$ cat config.mk
export PLATFORM = sky130hd
export DESIGN_NAME = memController
export DESIGN_NICKNAME = d
export VERILOG_FILES = /design/src/busPkg.sv /design/src/memcPkg.sv /design/src/memController.sv /design/src/readRouter.sv /design/src/reqArbiter.sv /design/src/transferTable.sv /design/src/writeIssuer.sv
export VERILOG_INCLUDE_DIRS = /design/src /design/src/src
export SDC_FILE = /design/constraint.sdc
export NUM_CORES = 1
export LEC_CHECK = 0
export ABC_CLOCK_PERIOD_IN_PS = 8800
export BUFFER_PORTS_ARGS = -buffer_cell sky130_fd_sc_hd__buf_4
export CORE_ASPECT_RATIO = 0.7
export CORE_MARGIN = 4
export CORE_UTILIZATION = 40
export DETAILED_ROUTE_END_ITERATION = 10
export PLACE_DENSITY = 0.71
export SYNTH_ARGS = -nofsm -noshare
export SYNTH_HDL_FRONTEND = slang
export SYNTH_HIERARCHICAL = 1
export SYNTH_SLANG_ARGS = --single-unit
$ cat constraint.sdc
create_clock -name clk -period 8.8 [get_ports clk]
set_input_delay 0.44 -clock clk [delete_from_list [all_inputs] [get_ports clk]]
set_output_delay 0.44 -clock clk [all_outputs]
set_load 0.005 [all_outputs]
$ cat src/memc_config.svh
`ifndef MEMC_CONFIG_SVH
`define MEMC_CONFIG_SVH

// Client ports and transfer slots
`define MEMC_NUM_PORTS 2
`define MEMC_NUM_TRANS 4
`define MEMC_ID_W 2

// External bus
`define BUS_ADDR_W 32
`define BUS_DATA_W 128

// Cache geometry, 64 byte lines
`define LINE_BEATS 4
`define BEAT_IDX_W 2
`define CACHE_LINE_W 8

`define TAG_W 4

`endif

$ cat src/busPkg.sv
`default_nettype none
`include "memc_config.svh"

package busPkg;

    typedef logic [`MEMC_ID_W-1:0] busId;
    typedef logic [`BUS_DATA_W-1:0] beat;
    typedef logic [`BUS_DATA_W/8-1:0] strobe;

    typedef enum logic [1:0] {
        burstFixed,
        burstIncr
    } burstKind;

    // Shared by read and write address channels
    typedef struct packed {
        busId id;
        logic [`BUS_ADDR_W-1:0] addr;
        logic [7:0] len;
        logic [2:0] size;
        burstKind burst;
    } addrChan;

    typedef struct packed {
        beat data;
        strobe strb;
        logic last;
    } writeChan;

    typedef struct packed {
        busId id;
        beat data;
        logic last;
    } readChan;

endpackage

`default_nettype wire

$ cat src/memcPkg.sv
`default_nettype none
`include "memc_config.svh"

package memcPkg;

    typedef enum logic [1:0] {
        cmdNone,
        cmdFill,
        cmdLoad,
        cmdStore
    } memCmd;

    typedef logic [`MEMC_ID_W-1:0] slotIdx;
    typedef logic [`BUS_ADDR_W-1:0] busAddr;
    typedef logic [`CACHE_LINE_W-1:0] lineIdx;
    typedef logic [`BEAT_IDX_W-1:0] beatIdx;
    typedef logic [`TAG_W-1:0] clientTag;
    typedef logic [31:0] word;

    // Cache word address in beat units
    typedef struct packed {
        lineIdx line;
        beatIdx beat;
    } cacheAddr;

    typedef struct packed {
        memCmd cmd;
        busAddr extAddr;
        lineIdx line;
        word data;
        clientTag tag;
    } memReq;

    typedef struct packed {
        logic valid;
        memCmd cmd;
        busAddr extAddr;
        lineIdx line;
        word data;
        clientTag tag;
        logic needRead;
        logic needWrite;
    } transferEntry;

    typedef struct packed {
        logic valid;
        slotIdx idx;
        memReq req;
    } enqReq;

    typedef struct packed {
        logic valid;
        slotIdx idx;
    } slotFree;

    typedef struct packed {
        logic valid;
        clientTag tag;
        word data;
    } loadResult;

    typedef struct packed {
        logic valid;
        clientTag tag;
    } storeResult;

    typedef struct packed {
        logic valid;
        clientTag tag;
    } fillDone;

    typedef struct packed {
        logic we;
        cacheAddr addr;
        busPkg::beat data;
    } cacheWrite;

    typedef struct packed {
        logic valid;
        slotIdx idx;
        busAddr extAddr;
        word data;
        clientTag tag;
    } storeOffer;

endpackage

`default_nettype wire

$ cat src/memController.sv
`timescale 1ns/100ps
`default_nettype none
`include "memc_config.svh"

module memController (
    input wire clk,
    input wire rst,

    // Clients and data cache
    input wire memcPkg::memReq req[`MEMC_NUM_PORTS],
    output logic [`MEMC_NUM_PORTS-1:0] stall,
    output memcPkg::loadResult loadRes,
    output memcPkg::storeResult storeRes,
    output memcPkg::fillDone fill,
    output memcPkg::cacheWrite cacheWr,

    // External bus
    output busPkg::addrChan ar,
    output logic arValid,
    input wire arReady,
    output busPkg::addrChan aw,
    output logic awValid,
    input wire awReady,
    output busPkg::writeChan w,
    output logic wValid,
    input wire wReady,
    input wire busPkg::readChan r,
    input wire rValid,
    output logic rReady,
    input wire busPkg::busId bId,
    input wire bValid,
    output logic bReady
);

    memcPkg::transferEntry entries[`MEMC_NUM_TRANS];
    memcPkg::enqReq enq;
    memcPkg::storeOffer offer;
    memcPkg::slotFree storeFree;
    memcPkg::slotFree beatFree;
    logic storeTaken;

    reqArbiter arbiter (
        .req(req),
        .entries(entries),
        .stall(stall),
        .enq(enq)
    );

    transferTable xferTable (
        .clk(clk),
        .rst(rst),
        .enq(enq),
        .storeTaken(storeTaken),
        .storeFree(storeFree),
        .beatFree(beatFree),
        .entries(entries),
        .ar(ar),
        .arValid(arValid),
        .arReady(arReady),
        .offer(offer)
    );

    readRouter router (
        .clk(clk),
        .rst(rst),
        .r(r),
        .rValid(rValid),
        .rReady(rReady),
        .entries(entries),
        .cacheWr(cacheWr),
        .loadRes(loadRes),
        .fill(fill),
        .beatFree(beatFree)
    );

    writeIssuer issuer (
        .clk(clk),
        .rst(rst),
        .offer(offer),
        .storeTaken(storeTaken),
        .aw(aw),
        .awValid(awValid),
        .awReady(awReady),
        .w(w),
        .wValid(wValid),
        .wReady(wReady),
        .bId(bId),
        .bValid(bValid),
        .bReady(bReady),
        .storeRes(storeRes),
        .storeFree(storeFree)
    );

endmodule

`default_nettype wire

$ cat src/readRouter.sv
`timescale 1ns/100ps
`default_nettype none
`include "memc_config.svh"

module readRouter (
    input wire clk,
    input wire rst,
    input wire busPkg::readChan r,
    input wire rValid,
    output logic rReady,
    input wire memcPkg::transferEntry entries[`MEMC_NUM_TRANS],
    output memcPkg::cacheWrite cacheWr,
    output memcPkg::loadResult loadRes,
    output memcPkg::fillDone fill,
    output memcPkg::slotFree beatFree
);

    memcPkg::beatIdx beatCnt[`MEMC_NUM_TRANS];
    memcPkg::transferEntry cur;
    logic beatIn;
    logic isFill;

    assign rReady = 1'b1;
    assign beatIn = rValid && rReady;
    assign cur = entries[r.id];
    assign isFill = cur.cmd == memcPkg::cmdFill;

    // Slot is done after a load beat or the last fill beat
    always_comb begin
        beatFree.valid = beatIn && (!isFill || r.last);
        beatFree.idx = memcPkg::slotIdx'(r.id);
    end

    always_ff @(posedge clk) begin
        cacheWr.we <= 1'b0;
        loadRes.valid <= 1'b0;
        fill.valid <= 1'b0;

        if (beatIn) begin
            if (isFill) begin
                cacheWr.we <= 1'b1;
                cacheWr.addr.line <= cur.line;
                cacheWr.addr.beat <= beatCnt[r.id];
                cacheWr.data <= r.data;
                beatCnt[r.id] <= r.last ? '0 : beatCnt[r.id] + 1'b1;
                if (r.last) begin
                    fill.valid <= 1'b1;
                    fill.tag <= cur.tag;
                end
            end else begin
                loadRes.valid <= 1'b1;
                loadRes.tag <= cur.tag;
                loadRes.data <= r.data[$bits(memcPkg::word)-1:0];
            end
        end

        if (rst) begin
            cacheWr.we <= 1'b0;
            loadRes.valid <= 1'b0;
            fill.valid <= 1'b0;
            for (int i = 0; i < `MEMC_NUM_TRANS; i++)
                beatCnt[i] <= '0;
        end
    end

endmodule

`default_nettype wire

$ cat src/reqArbiter.sv
`timescale 1ns/100ps
`default_nettype none
`include "memc_config.svh"

module reqArbiter (
    input wire memcPkg::memReq req[`MEMC_NUM_PORTS],
    input wire memcPkg::transferEntry entries[`MEMC_NUM_TRANS],
    output logic [`MEMC_NUM_PORTS-1:0] stall,
    output memcPkg::enqReq enq
);

    memcPkg::slotIdx freeIdx;
    logic freeValid;
    logic [`MEMC_NUM_PORTS-1:0] collide;

    always_comb begin
        freeIdx = '0;
        freeValid = 1'b0;
        for (int i = 0; i < `MEMC_NUM_TRANS; i++) begin
            if (!freeValid && !entries[i].valid) begin
                freeIdx = memcPkg::slotIdx'(i);
                freeValid = 1'b1;
            end
        end
    end

    // A line may only have one fill in flight
    always_comb begin
        for (int p = 0; p < `MEMC_NUM_PORTS; p++) begin
            collide[p] = 1'b0;
            for (int i = 0; i < `MEMC_NUM_TRANS; i++) begin
                if (req[p].cmd == memcPkg::cmdFill && entries[i].valid &&
                        entries[i].cmd == memcPkg::cmdFill &&
                        entries[i].line == req[p].line) begin
                    collide[p] = 1'b1;
                end
            end
        end
    end

    // Port 0 has priority
    always_comb begin
        stall = '1;
        enq.valid = 1'b0;
        enq.idx = freeIdx;
        enq.req = req[0];
        if (freeValid) begin
            for (int p = 0; p < `MEMC_NUM_PORTS; p++) begin
                if (!enq.valid && req[p].cmd != memcPkg::cmdNone && !collide[p]) begin
                    enq.valid = 1'b1;
                    enq.req = req[p];
                    stall[p] = 1'b0;
                end
            end
        end
    end

endmodule

`default_nettype wire

$ cat src/transferTable.sv
`timescale 1ns/100ps
`default_nettype none
`include "memc_config.svh"

module transferTable (
    input wire clk,
    input wire rst,
    input wire memcPkg::enqReq enq,
    input wire storeTaken,
    input wire memcPkg::slotFree storeFree,
    input wire memcPkg::slotFree beatFree,
    output memcPkg::transferEntry entries[`MEMC_NUM_TRANS],
    output busPkg::addrChan ar,
    output logic arValid,
    input wire arReady,
    output memcPkg::storeOffer offer
);

    localparam int LineOffW = $clog2(`LINE_BEATS * `BUS_DATA_W / 8);
    localparam int BeatSize = $clog2(`BUS_DATA_W / 8);

    memcPkg::slotIdx arIdx;
    memcPkg::slotIdx nextIdx;
    logic nextValid;
    busPkg::addrChan nextAr;

    // Lowest slot needing a read, not counting the one already on the bus
    always_comb begin
        nextIdx = '0;
        nextValid = 1'b0;
        for (int i = 0; i < `MEMC_NUM_TRANS; i++) begin
            if (!nextValid && entries[i].valid && entries[i].needRead &&
                    !(arValid && arIdx == memcPkg::slotIdx'(i))) begin
                nextIdx = memcPkg::slotIdx'(i);
                nextValid = 1'b1;
            end
        end
    end

    always_comb begin
        nextAr.id = busPkg::busId'(nextIdx);
        if (entries[nextIdx].cmd == memcPkg::cmdFill) begin
            nextAr.addr = {entries[nextIdx].extAddr[`BUS_ADDR_W-1:LineOffW], {LineOffW{1'b0}}};
            nextAr.len = 8'(`LINE_BEATS - 1);
            nextAr.size = 3'(BeatSize);
            nextAr.burst = busPkg::burstIncr;
        end else begin
            nextAr.addr = entries[nextIdx].extAddr;
            nextAr.len = 8'd0;
            nextAr.size = 3'd2;
            nextAr.burst = busPkg::burstFixed;
        end
    end

    always_comb begin
        memcPkg::slotIdx idx;
        logic found;
        idx = '0;
        found = 1'b0;
        for (int i = 0; i < `MEMC_NUM_TRANS; i++) begin
            if (!found && entries[i].valid && entries[i].needWrite) begin
                idx = memcPkg::slotIdx'(i);
                found = 1'b1;
            end
        end
        offer.valid = found;
        offer.idx = idx;
        offer.extAddr = entries[idx].extAddr;
        offer.data = entries[idx].data;
        offer.tag = entries[idx].tag;
    end

    always_ff @(posedge clk) begin
        // AR payload stays put until accepted
        if (!arValid || arReady) begin
            arValid <= nextValid;
            ar <= nextAr;
            arIdx <= nextIdx;
        end

        if (arValid && arReady)
            entries[arIdx].needRead <= 1'b0;
        if (storeTaken)
            entries[offer.idx].needWrite <= 1'b0;

        if (storeFree.valid)
            entries[storeFree.idx].valid <= 1'b0;
        if (beatFree.valid)
            entries[beatFree.idx].valid <= 1'b0;

        if (enq.valid) begin
            entries[enq.idx].valid <= 1'b1;
            entries[enq.idx].cmd <= enq.req.cmd;
            entries[enq.idx].extAddr <= enq.req.extAddr;
            entries[enq.idx].line <= enq.req.line;
            entries[enq.idx].data <= enq.req.data;
            entries[enq.idx].tag <= enq.req.tag;
            entries[enq.idx].needRead <= enq.req.cmd == memcPkg::cmdFill ||
                enq.req.cmd == memcPkg::cmdLoad;
            entries[enq.idx].needWrite <= enq.req.cmd == memcPkg::cmdStore;
        end

        if (rst) begin
            arValid <= 1'b0;
            for (int i = 0; i < `MEMC_NUM_TRANS; i++) begin
                entries[i].valid <= 1'b0;
                entries[i].needRead <= 1'b0;
                entries[i].needWrite <= 1'b0;
            end
        end
    end

endmodule

`default_nettype wire

$ cat src/writeIssuer.sv
`timescale 1ns/100ps
`default_nettype none

module writeIssuer (
    input wire clk,
    input wire rst,
    input wire memcPkg::storeOffer offer,
    output logic storeTaken,
    output busPkg::addrChan aw,
    output logic awValid,
    input wire awReady,
    output busPkg::writeChan w,
    output logic wValid,
    input wire wReady,
    input wire busPkg::busId bId,
    input wire bValid,
    output logic bReady,
    output memcPkg::storeResult storeRes,
    output memcPkg::slotFree storeFree
);

    typedef enum logic [1:0] {
        wrIdle,
        wrAddr,
        wrData,
        wrResp
    } wrState;

    wrState state;
    memcPkg::storeOffer held;
    logic respHit;

    assign bReady = 1'b1;
    assign storeTaken = state == wrIdle && offer.valid;
    assign respHit = state == wrResp && bValid && bReady && bId == busPkg::busId'(held.idx);
    assign awValid = state == wrAddr;
    assign wValid = state == wrData;

    // Single word, FIXED burst
    always_comb begin
        aw.id = busPkg::busId'(held.idx);
        aw.addr = held.extAddr;
        aw.len = 8'd0;
        aw.size = 3'd2;
        aw.burst = busPkg::burstFixed;
        w.data = busPkg::beat'(held.data);
        w.strb = busPkg::strobe'(4'hF);
        w.last = 1'b1;
        storeFree.valid = respHit;
        storeFree.idx = held.idx;
    end

    always_ff @(posedge clk) begin
        storeRes.valid <= 1'b0;
        case (state)
            wrIdle: begin
                if (storeTaken) begin
                    held <= offer;
                    state <= wrAddr;
                end
            end
            wrAddr: if (awReady) state <= wrData;
            wrData: if (wReady) state <= wrResp;
            wrResp: begin
                if (respHit) begin
                    storeRes.valid <= 1'b1;
                    storeRes.tag <= held.tag;
                    state <= wrIdle;
                end
            end
            default: state <= wrIdle;
        endcase

        if (rst) begin
            state <= wrIdle;
            storeRes.valid <= 1'b0;
        end
    end

endmodule

`default_nettype wire

==> summary.txt, run 1 <==
Ys async rst share - 0%
Chip height - 231 um
Crit share post-route - 53.7%
Maximum VDD drop - 0.110 mV
Required @ worst endpoint - 9250 ps
Core area - 70100 um^2
Layout cell share with drive strength beyond 1 - 32.5%
Cell area power density - 208 nW/um^2
IO buf count - 591
WHS - 42.9 ps
Worst stage delay on the critical path - 800 ps
Post-DRT Antenna Nets - 0
Clk sinks - 627
Drt wl/cell - 22.7 um
Final instance area - 35600 um^2
Crit path cell chain - nand3b_1 > nor4_1 > nor3_1 > a211o_4 > nand2_1 > or3b_2 > inv_4 > buf_4 > and2_1
R2r worst-path depth - 9
Clock Tree Root - clkbuf_16
Status - complete, no violations
P&R area growth vs syn - 25.2%
Worst setup EP type - register
Grt ovf - 0
Final GP Congestion - 0.849
Worst Setup Path Type - register to register
Total leakage power - 13.9 nW
Hold Buf Count CTS - 84
Power Total - 7.41 mW
CP bufs+invs - 2
Setup-failing EPs final - 0
Synth top area cells - edfxtp_1, and2_1, buf_4, mux2_4, mux2i_1
Main synth FF type - edfxtp_1
Initial core utilization - 40.5%
Max-slew violations - 0
Final net count - 2819
RR Endpoint - xferTable/entries[312]
Initial antenna violation count - 4
Core Rows - 81
Data arrival, critical path - 5170 ps
H-tree Lvls - 3
All-Layer GR Usage - 20.3%
Worst setup path start - xferTable/entries[323]
# DRC - 0
CTS Buf Count - 66
Dpl cell area - 32500 um^2
Most frequent cells in the layout - buf_4, edfxtp_1, and2_1
Hold path startpoint - r[68]
Slowest-stage cell, CP - buf_4
Die Width - 326 um
RSZ-0062 raised after global routing - no
Skew final - 27.6 ps
Vias - 17600
Register area share after synthesis - 65.3%
Final Util - 50.7%
Setup Buffers After CTS - 0
Slew headroom - 20.2%
Fin Setup TNS - 0 ps
DR vias/cell - 4.98
Clock Path Buffers - 3
Hold crit path type - input port to register
Worst R2R Setup Slack - 4070 ps
CP Launch Type - register
CP max FO - 84
Die area - 75400 um^2
Post-DP HPWL - 54100 um
Endpoints failing hold - 0
Gate Count Post-Synth - 1948
Routed Wire Length - 80200 um
TritonRoute pass-1 iters - 7
Number of top-level pins - 728
CTS tree - built
Area leader, netlist - edfxtp_1
Crit path to - xferTable/entries[312]
Largest net degree at the start of global routing - 92
Number of global-route vias before repair - 17800
Post-Syn Area - 28400 um^2
Number of synthesized flops with an enable pin - 600
Top delay family on crit path - simple AND/OR/NAND/NOR gates
Worst path depth - 9
Final min period - 4730 ps
RR Startpoint - xferTable/entries[323]
YS warnings - 6
Syn_area_per_cell - 14.6 um^2
Max Clk Rate - 212 MHz
Area share of the largest cell type after synthesis - 63.4%
Worst-Skew Late Latency - 600 ps
First-pass GRT wire length - 115000 um
Most common cell after layout, fill and taps aside - buf_4
Resized Gates After CTS - 0
Register bit total from synthesis - 627
Tightest Pin Transition - 1190 ps
DRT iter0 DRCs - 1704
Reg clk slew, reported paths - 60 ps
Max Cap Violations - 0
Post-synth cell types - 64
-- kinds of logic after synthesis --
kind of cell	count (synthesis)	synth area share (%)
fa+ha+maj	6	0.264
buf+inv	333	7.93
other cells	4	0.0529
compound gates	130	4.10
simple gates	599	11.8
xor+xnor	66	2.09
mux	183	8.45
flops	627	65.3
-- synthesized netlist by cell type (all sizes together), types with 2 or more instances --
cell and number:
edfxtp 600, nand4 14, o31ai 4, or3b 4
ha 6, nand3 11, and3 5, nor4 14
nand2 162, inv 15, o41ai 2, o311ai 3
a22oi 2, or4 2, a21oi 21, a211oi 2
o211ai 3, o21ai 4, mux2 83, and3b 2
mux2i 86, nand2b 15, o221ai 3, nor3 9
mux4 14, dfxtp 27, a31oi 2, xor2 32
nand3b 7, nor3b 8, or2b 3, nor2 18
buf 244, and2 314, and4 2, conb 4
or2 4, xnor2 34, nor2b 5, a222oi 74
clkbuf 74
-- final cells by class --
type,instances,area [um^2]
fill,5878,34600
multi-input combinational,1120,8170
clock inverter,46,474
timing repair buffer,687,5370
clock buffer,73,1720
antenna,7,17.5
tap,954,1190
inverter,15,68.8
sequential,627,18600
-- layer usage --
metal	GRT usage, %	up-vias	routed length, um
li1	-	7947	-
met1	28.9	8782	34900
met2	31.4	749	37200
met3	4.90	101	6450
met4	5.10	0	1600
met5	0	-	0
-- registers in the layout, indices dropped and copies added, names as in the netlist --
name,flops
xferTable/entries,324
router/loadRes,37
issuer/storeRes,5
router/beatCnt,8
issuer/held,4
xferTable/arValid,1
xferTable/arIdx,2
issuer/aw,34
xferTable/ar,34
router/cacheWr,139
router/fill,5
issuer/state,2
issuer/w,32
-- how the worst min path moves through the flow --
stage	to	slack, ps	cells past startpoint
final	router/cacheWr[67]	40	1
after global routing	router/cacheWr[59]	7	1
after CTS	router/cacheWr[67]	0.03	1
after detailed placement	issuer/storeRes[0]	410	0
after global placement	issuer/storeRes[2]	410	0
after floorplan	issuer/storeRes[0]	400	0
-- power by group --
group | internal (mW) | switching [mW]
sequential | 3.58 | 0.110
combinational | 0.417 | 0.470
clock | 1.64 | 1.20
total | 5.63 | 1.78
-- per-stage QoR --
step / instances / setup WS [ps]
finish: 3529 / 4070
global route: 3522 / 3690
CTS: 3522 / 4020
detailed placement: 3319 / 3900
global placement: 3319 / 4020
floorplan: 2080 / 1330
-- worst reg2reg max path: stages, from the launching register on --
cell and delay [ps]:
dfxtp_1 670, nand3b_1 240, nor4_1 230, nor3_1 120, a211o_4 680, nand2_1 290
or3b_2 540, inv_4 680, buf_4 820, and2_1 300
(Power assumes the default switching activity.)
==> run 2, diff against run 1 <==
Settings changed: ABC_CLOCK_PERIOD_IN_PS 8800 to 4870.
Clock period 8.8 ns to 4.87 ns, I/O delays scaled along.
==> summary.txt, run 2 (synthesized netlist as in run 1, its figures left out) <==
Worst R2R Setup Slack - 1290 ps (-2790 ps)
Worst setup path start - xferTable/entries[323]
Hold Buf Count CTS - 129 (+54%)
Routed Wire Length - 79800 um (-0.50%)
Worst setup EP type - register
RSZ-0062 raised after global routing - no
First-pass GRT wire length - 115000 um (-0.43%)
Crit path to - xferTable/entries[267]
Endpoints failing hold - 0 (unchanged)
Grt ovf - 0 (unchanged)
Status - complete, no violations
CP max FO - 39 (-54%)
CP Launch Type - register
DR vias/cell - 4.92 (-1.2%)
Cell area power density - 367 nW/um^2 (+76%)
R2r worst-path depth - 8 (-1)
Biggest regs - xferTable/entries (324), router/cacheWr (139), router/loadRes (37)
Final GP Congestion - 0.899 (+5.9%)
Resized Gates After CTS - 0 (unchanged)
CTS Buf Count - 66 (unchanged)
Data arrival, critical path - 3840 ps (-1330 ps)
Setup-failing EPs final - 0 (unchanged)
Maximum VDD drop - 0.186 mV (+69%)
Max-slew violations - 0 (unchanged)
Post-DRT Antenna Nets - 0 (unchanged)
Slowest-stage cell, CP - dfxtp_1
Worst stage delay on the critical path - 690 ps (-110 ps)
Reg clk slew, reported paths - 60 ps (about the same)
Clock Path Buffers - 3 (unchanged)
DRT iter0 DRCs - 1532 (-10%)
Fin Setup TNS - 0 ps (unchanged)
# DRC - 0 (unchanged)
H-tree Lvls - 3 (unchanged)
Post-DP HPWL - 53800 um (-0.55%)
IO buf count - 591 (unchanged)
Initial antenna violation count - 5 (+1)
Most common cell after layout, fill and taps aside - buf_4
Hold crit path type - input port to register
Tightest Pin Transition - 1110 ps (-80.1 ps)
Max Cap Violations - 0 (unchanged)
Setup Buffers After CTS - 0 (unchanged)
Final net count - 2872 (+1.9%)
Drt wl/cell - 22.3 um (-1.8%)
Crit share post-route - 73.6% (+20 points)
Worst Setup Path Type - register to register
Chip height - 231 um (unchanged)
Clk sinks - 627 (unchanged)
Most frequent cells in the layout - buf_4, edfxtp_1, and2_1
Worst-Skew Late Latency - 590 ps (about the same)
RR Startpoint - xferTable/entries[323]
Core area - 70100 um^2 (unchanged)
TritonRoute pass-1 iters - 8 (+1)
Initial core utilization - 40.5% (unchanged)
All-Layer GR Usage - 20.3% (-0.057 points)
Final min period - 3580 ps (-1140 ps)
Max Clk Rate - 279 MHz (+32%)
Crit path cell chain - nand3b_1 > nor4_1 > nor3_1 > a211o_4 > nand2_1 > or3b_2 > inv_4 > buf_4
Number of global-route vias before repair - 18100 (+1.7%)
Vias - 17600 (+0.068%)
CTS tree - built
RR Endpoint - xferTable/entries[267]
Total leakage power - 14.1 nW (+1.4%)
Slew headroom - 25.9% (+5.7 points)
Skew final - 27.1 ps (-0.503 ps)
Layout cell share with drive strength beyond 1 - 31.8% (-0.64 points)
Max FFs per register - 324 (unchanged)
Die Width - 326 um (unchanged)
P&R area growth vs syn - 26.9%
Core Rows - 81 (unchanged)
Required @ worst endpoint - 5120 ps (-4130 ps)
Largest net degree at the start of global routing - 100 (+8.7%)
Largest Register - xferTable/entries
Number of top-level pins - 728 (unchanged)
Die area - 75400 um^2 (unchanged)
Power Total - 13.2 mW (+78%)
Clock Tree Root - clkbuf_16
-- run 2: changes by cell type in the layout (fill, tap and decap cells not counted), sizes merged --
| cell | delta |
|---|---|
| diode | -6 |
| clkbuf | +8 |
| bufinv | -3 |
| clkinv | -5 |
| clkinvlp | +2 |
| buf | +8 |
| dlygate4sd3 | +45 |
| inv | -3 |
-- run 2: power breakdown --
part	switching (mW)	internal [mW]
Clock	2.08	2.82
Sequential	0.194	6.46
Combinational	0.861	0.795
-- run 2: how the worst min path moves through the flow --
stage                        endpoint      startpoint  depth (start not counted)
6_report        xferTable/entries[69]         req[67]                          3
5_1_grt        xferTable/entries[234]        req[148]                          3
4_1_cts         xferTable/entries[69]         req[67]                          3
3_5_place_dp       issuer/storeRes[1]  issuer/held[1]                          0
3_3_place_gp       issuer/storeRes[3]  issuer/held[3]                          0
2_1_floorplan  xferTable/entries[162]             rst                          1
-- run 2: layer usage --
metal	track usage, %	wire (um)	vias up
met1	27.2	33700	8775
met5	0	13	-
met4	6.42	2210	2
met3	4.91	5900	119
met2	32.6	38000	660
li1	-	-	8035
-- run 2: layout make-up --
class	instances	area, um^2
clock buffers	81	1780
repair buffers	740	5970
flip-flops and latches	627	18600
diodes	1	2.50
multi-input cells	1120	8170
clock inverters	37	299
well taps	954	1190
inverters	15	63.8
fillers	5833	34100
-- run 2: worst max-delay path, delay by kind of cell, from the launching register on --
family,cells,cell delay (ps)
compound gates,1,370
flops,1,690
simple gates,5,1340
buf+inv,2,800
-- run 2: stage by stage --
stage / hold slack (ps) / cell area (um^2) / cells / utilization, % / setup slack (ps)
after floorplan: 313 / 28900 / 2080 / - / 163
after global placement: 405 / 32700 / 3327 / 46.6 / 1350
after detailed placement: 407 / 32700 / 3327 / 46.6 / 1340
after CTS: 27.0 / 36000 / 3574 / 51.4 / 1310
after global routing: 49.2 / 36000 / 3574 / 51.4 / 1100
final: 81.3 / 36000 / 3575 / 51.4 / 1290
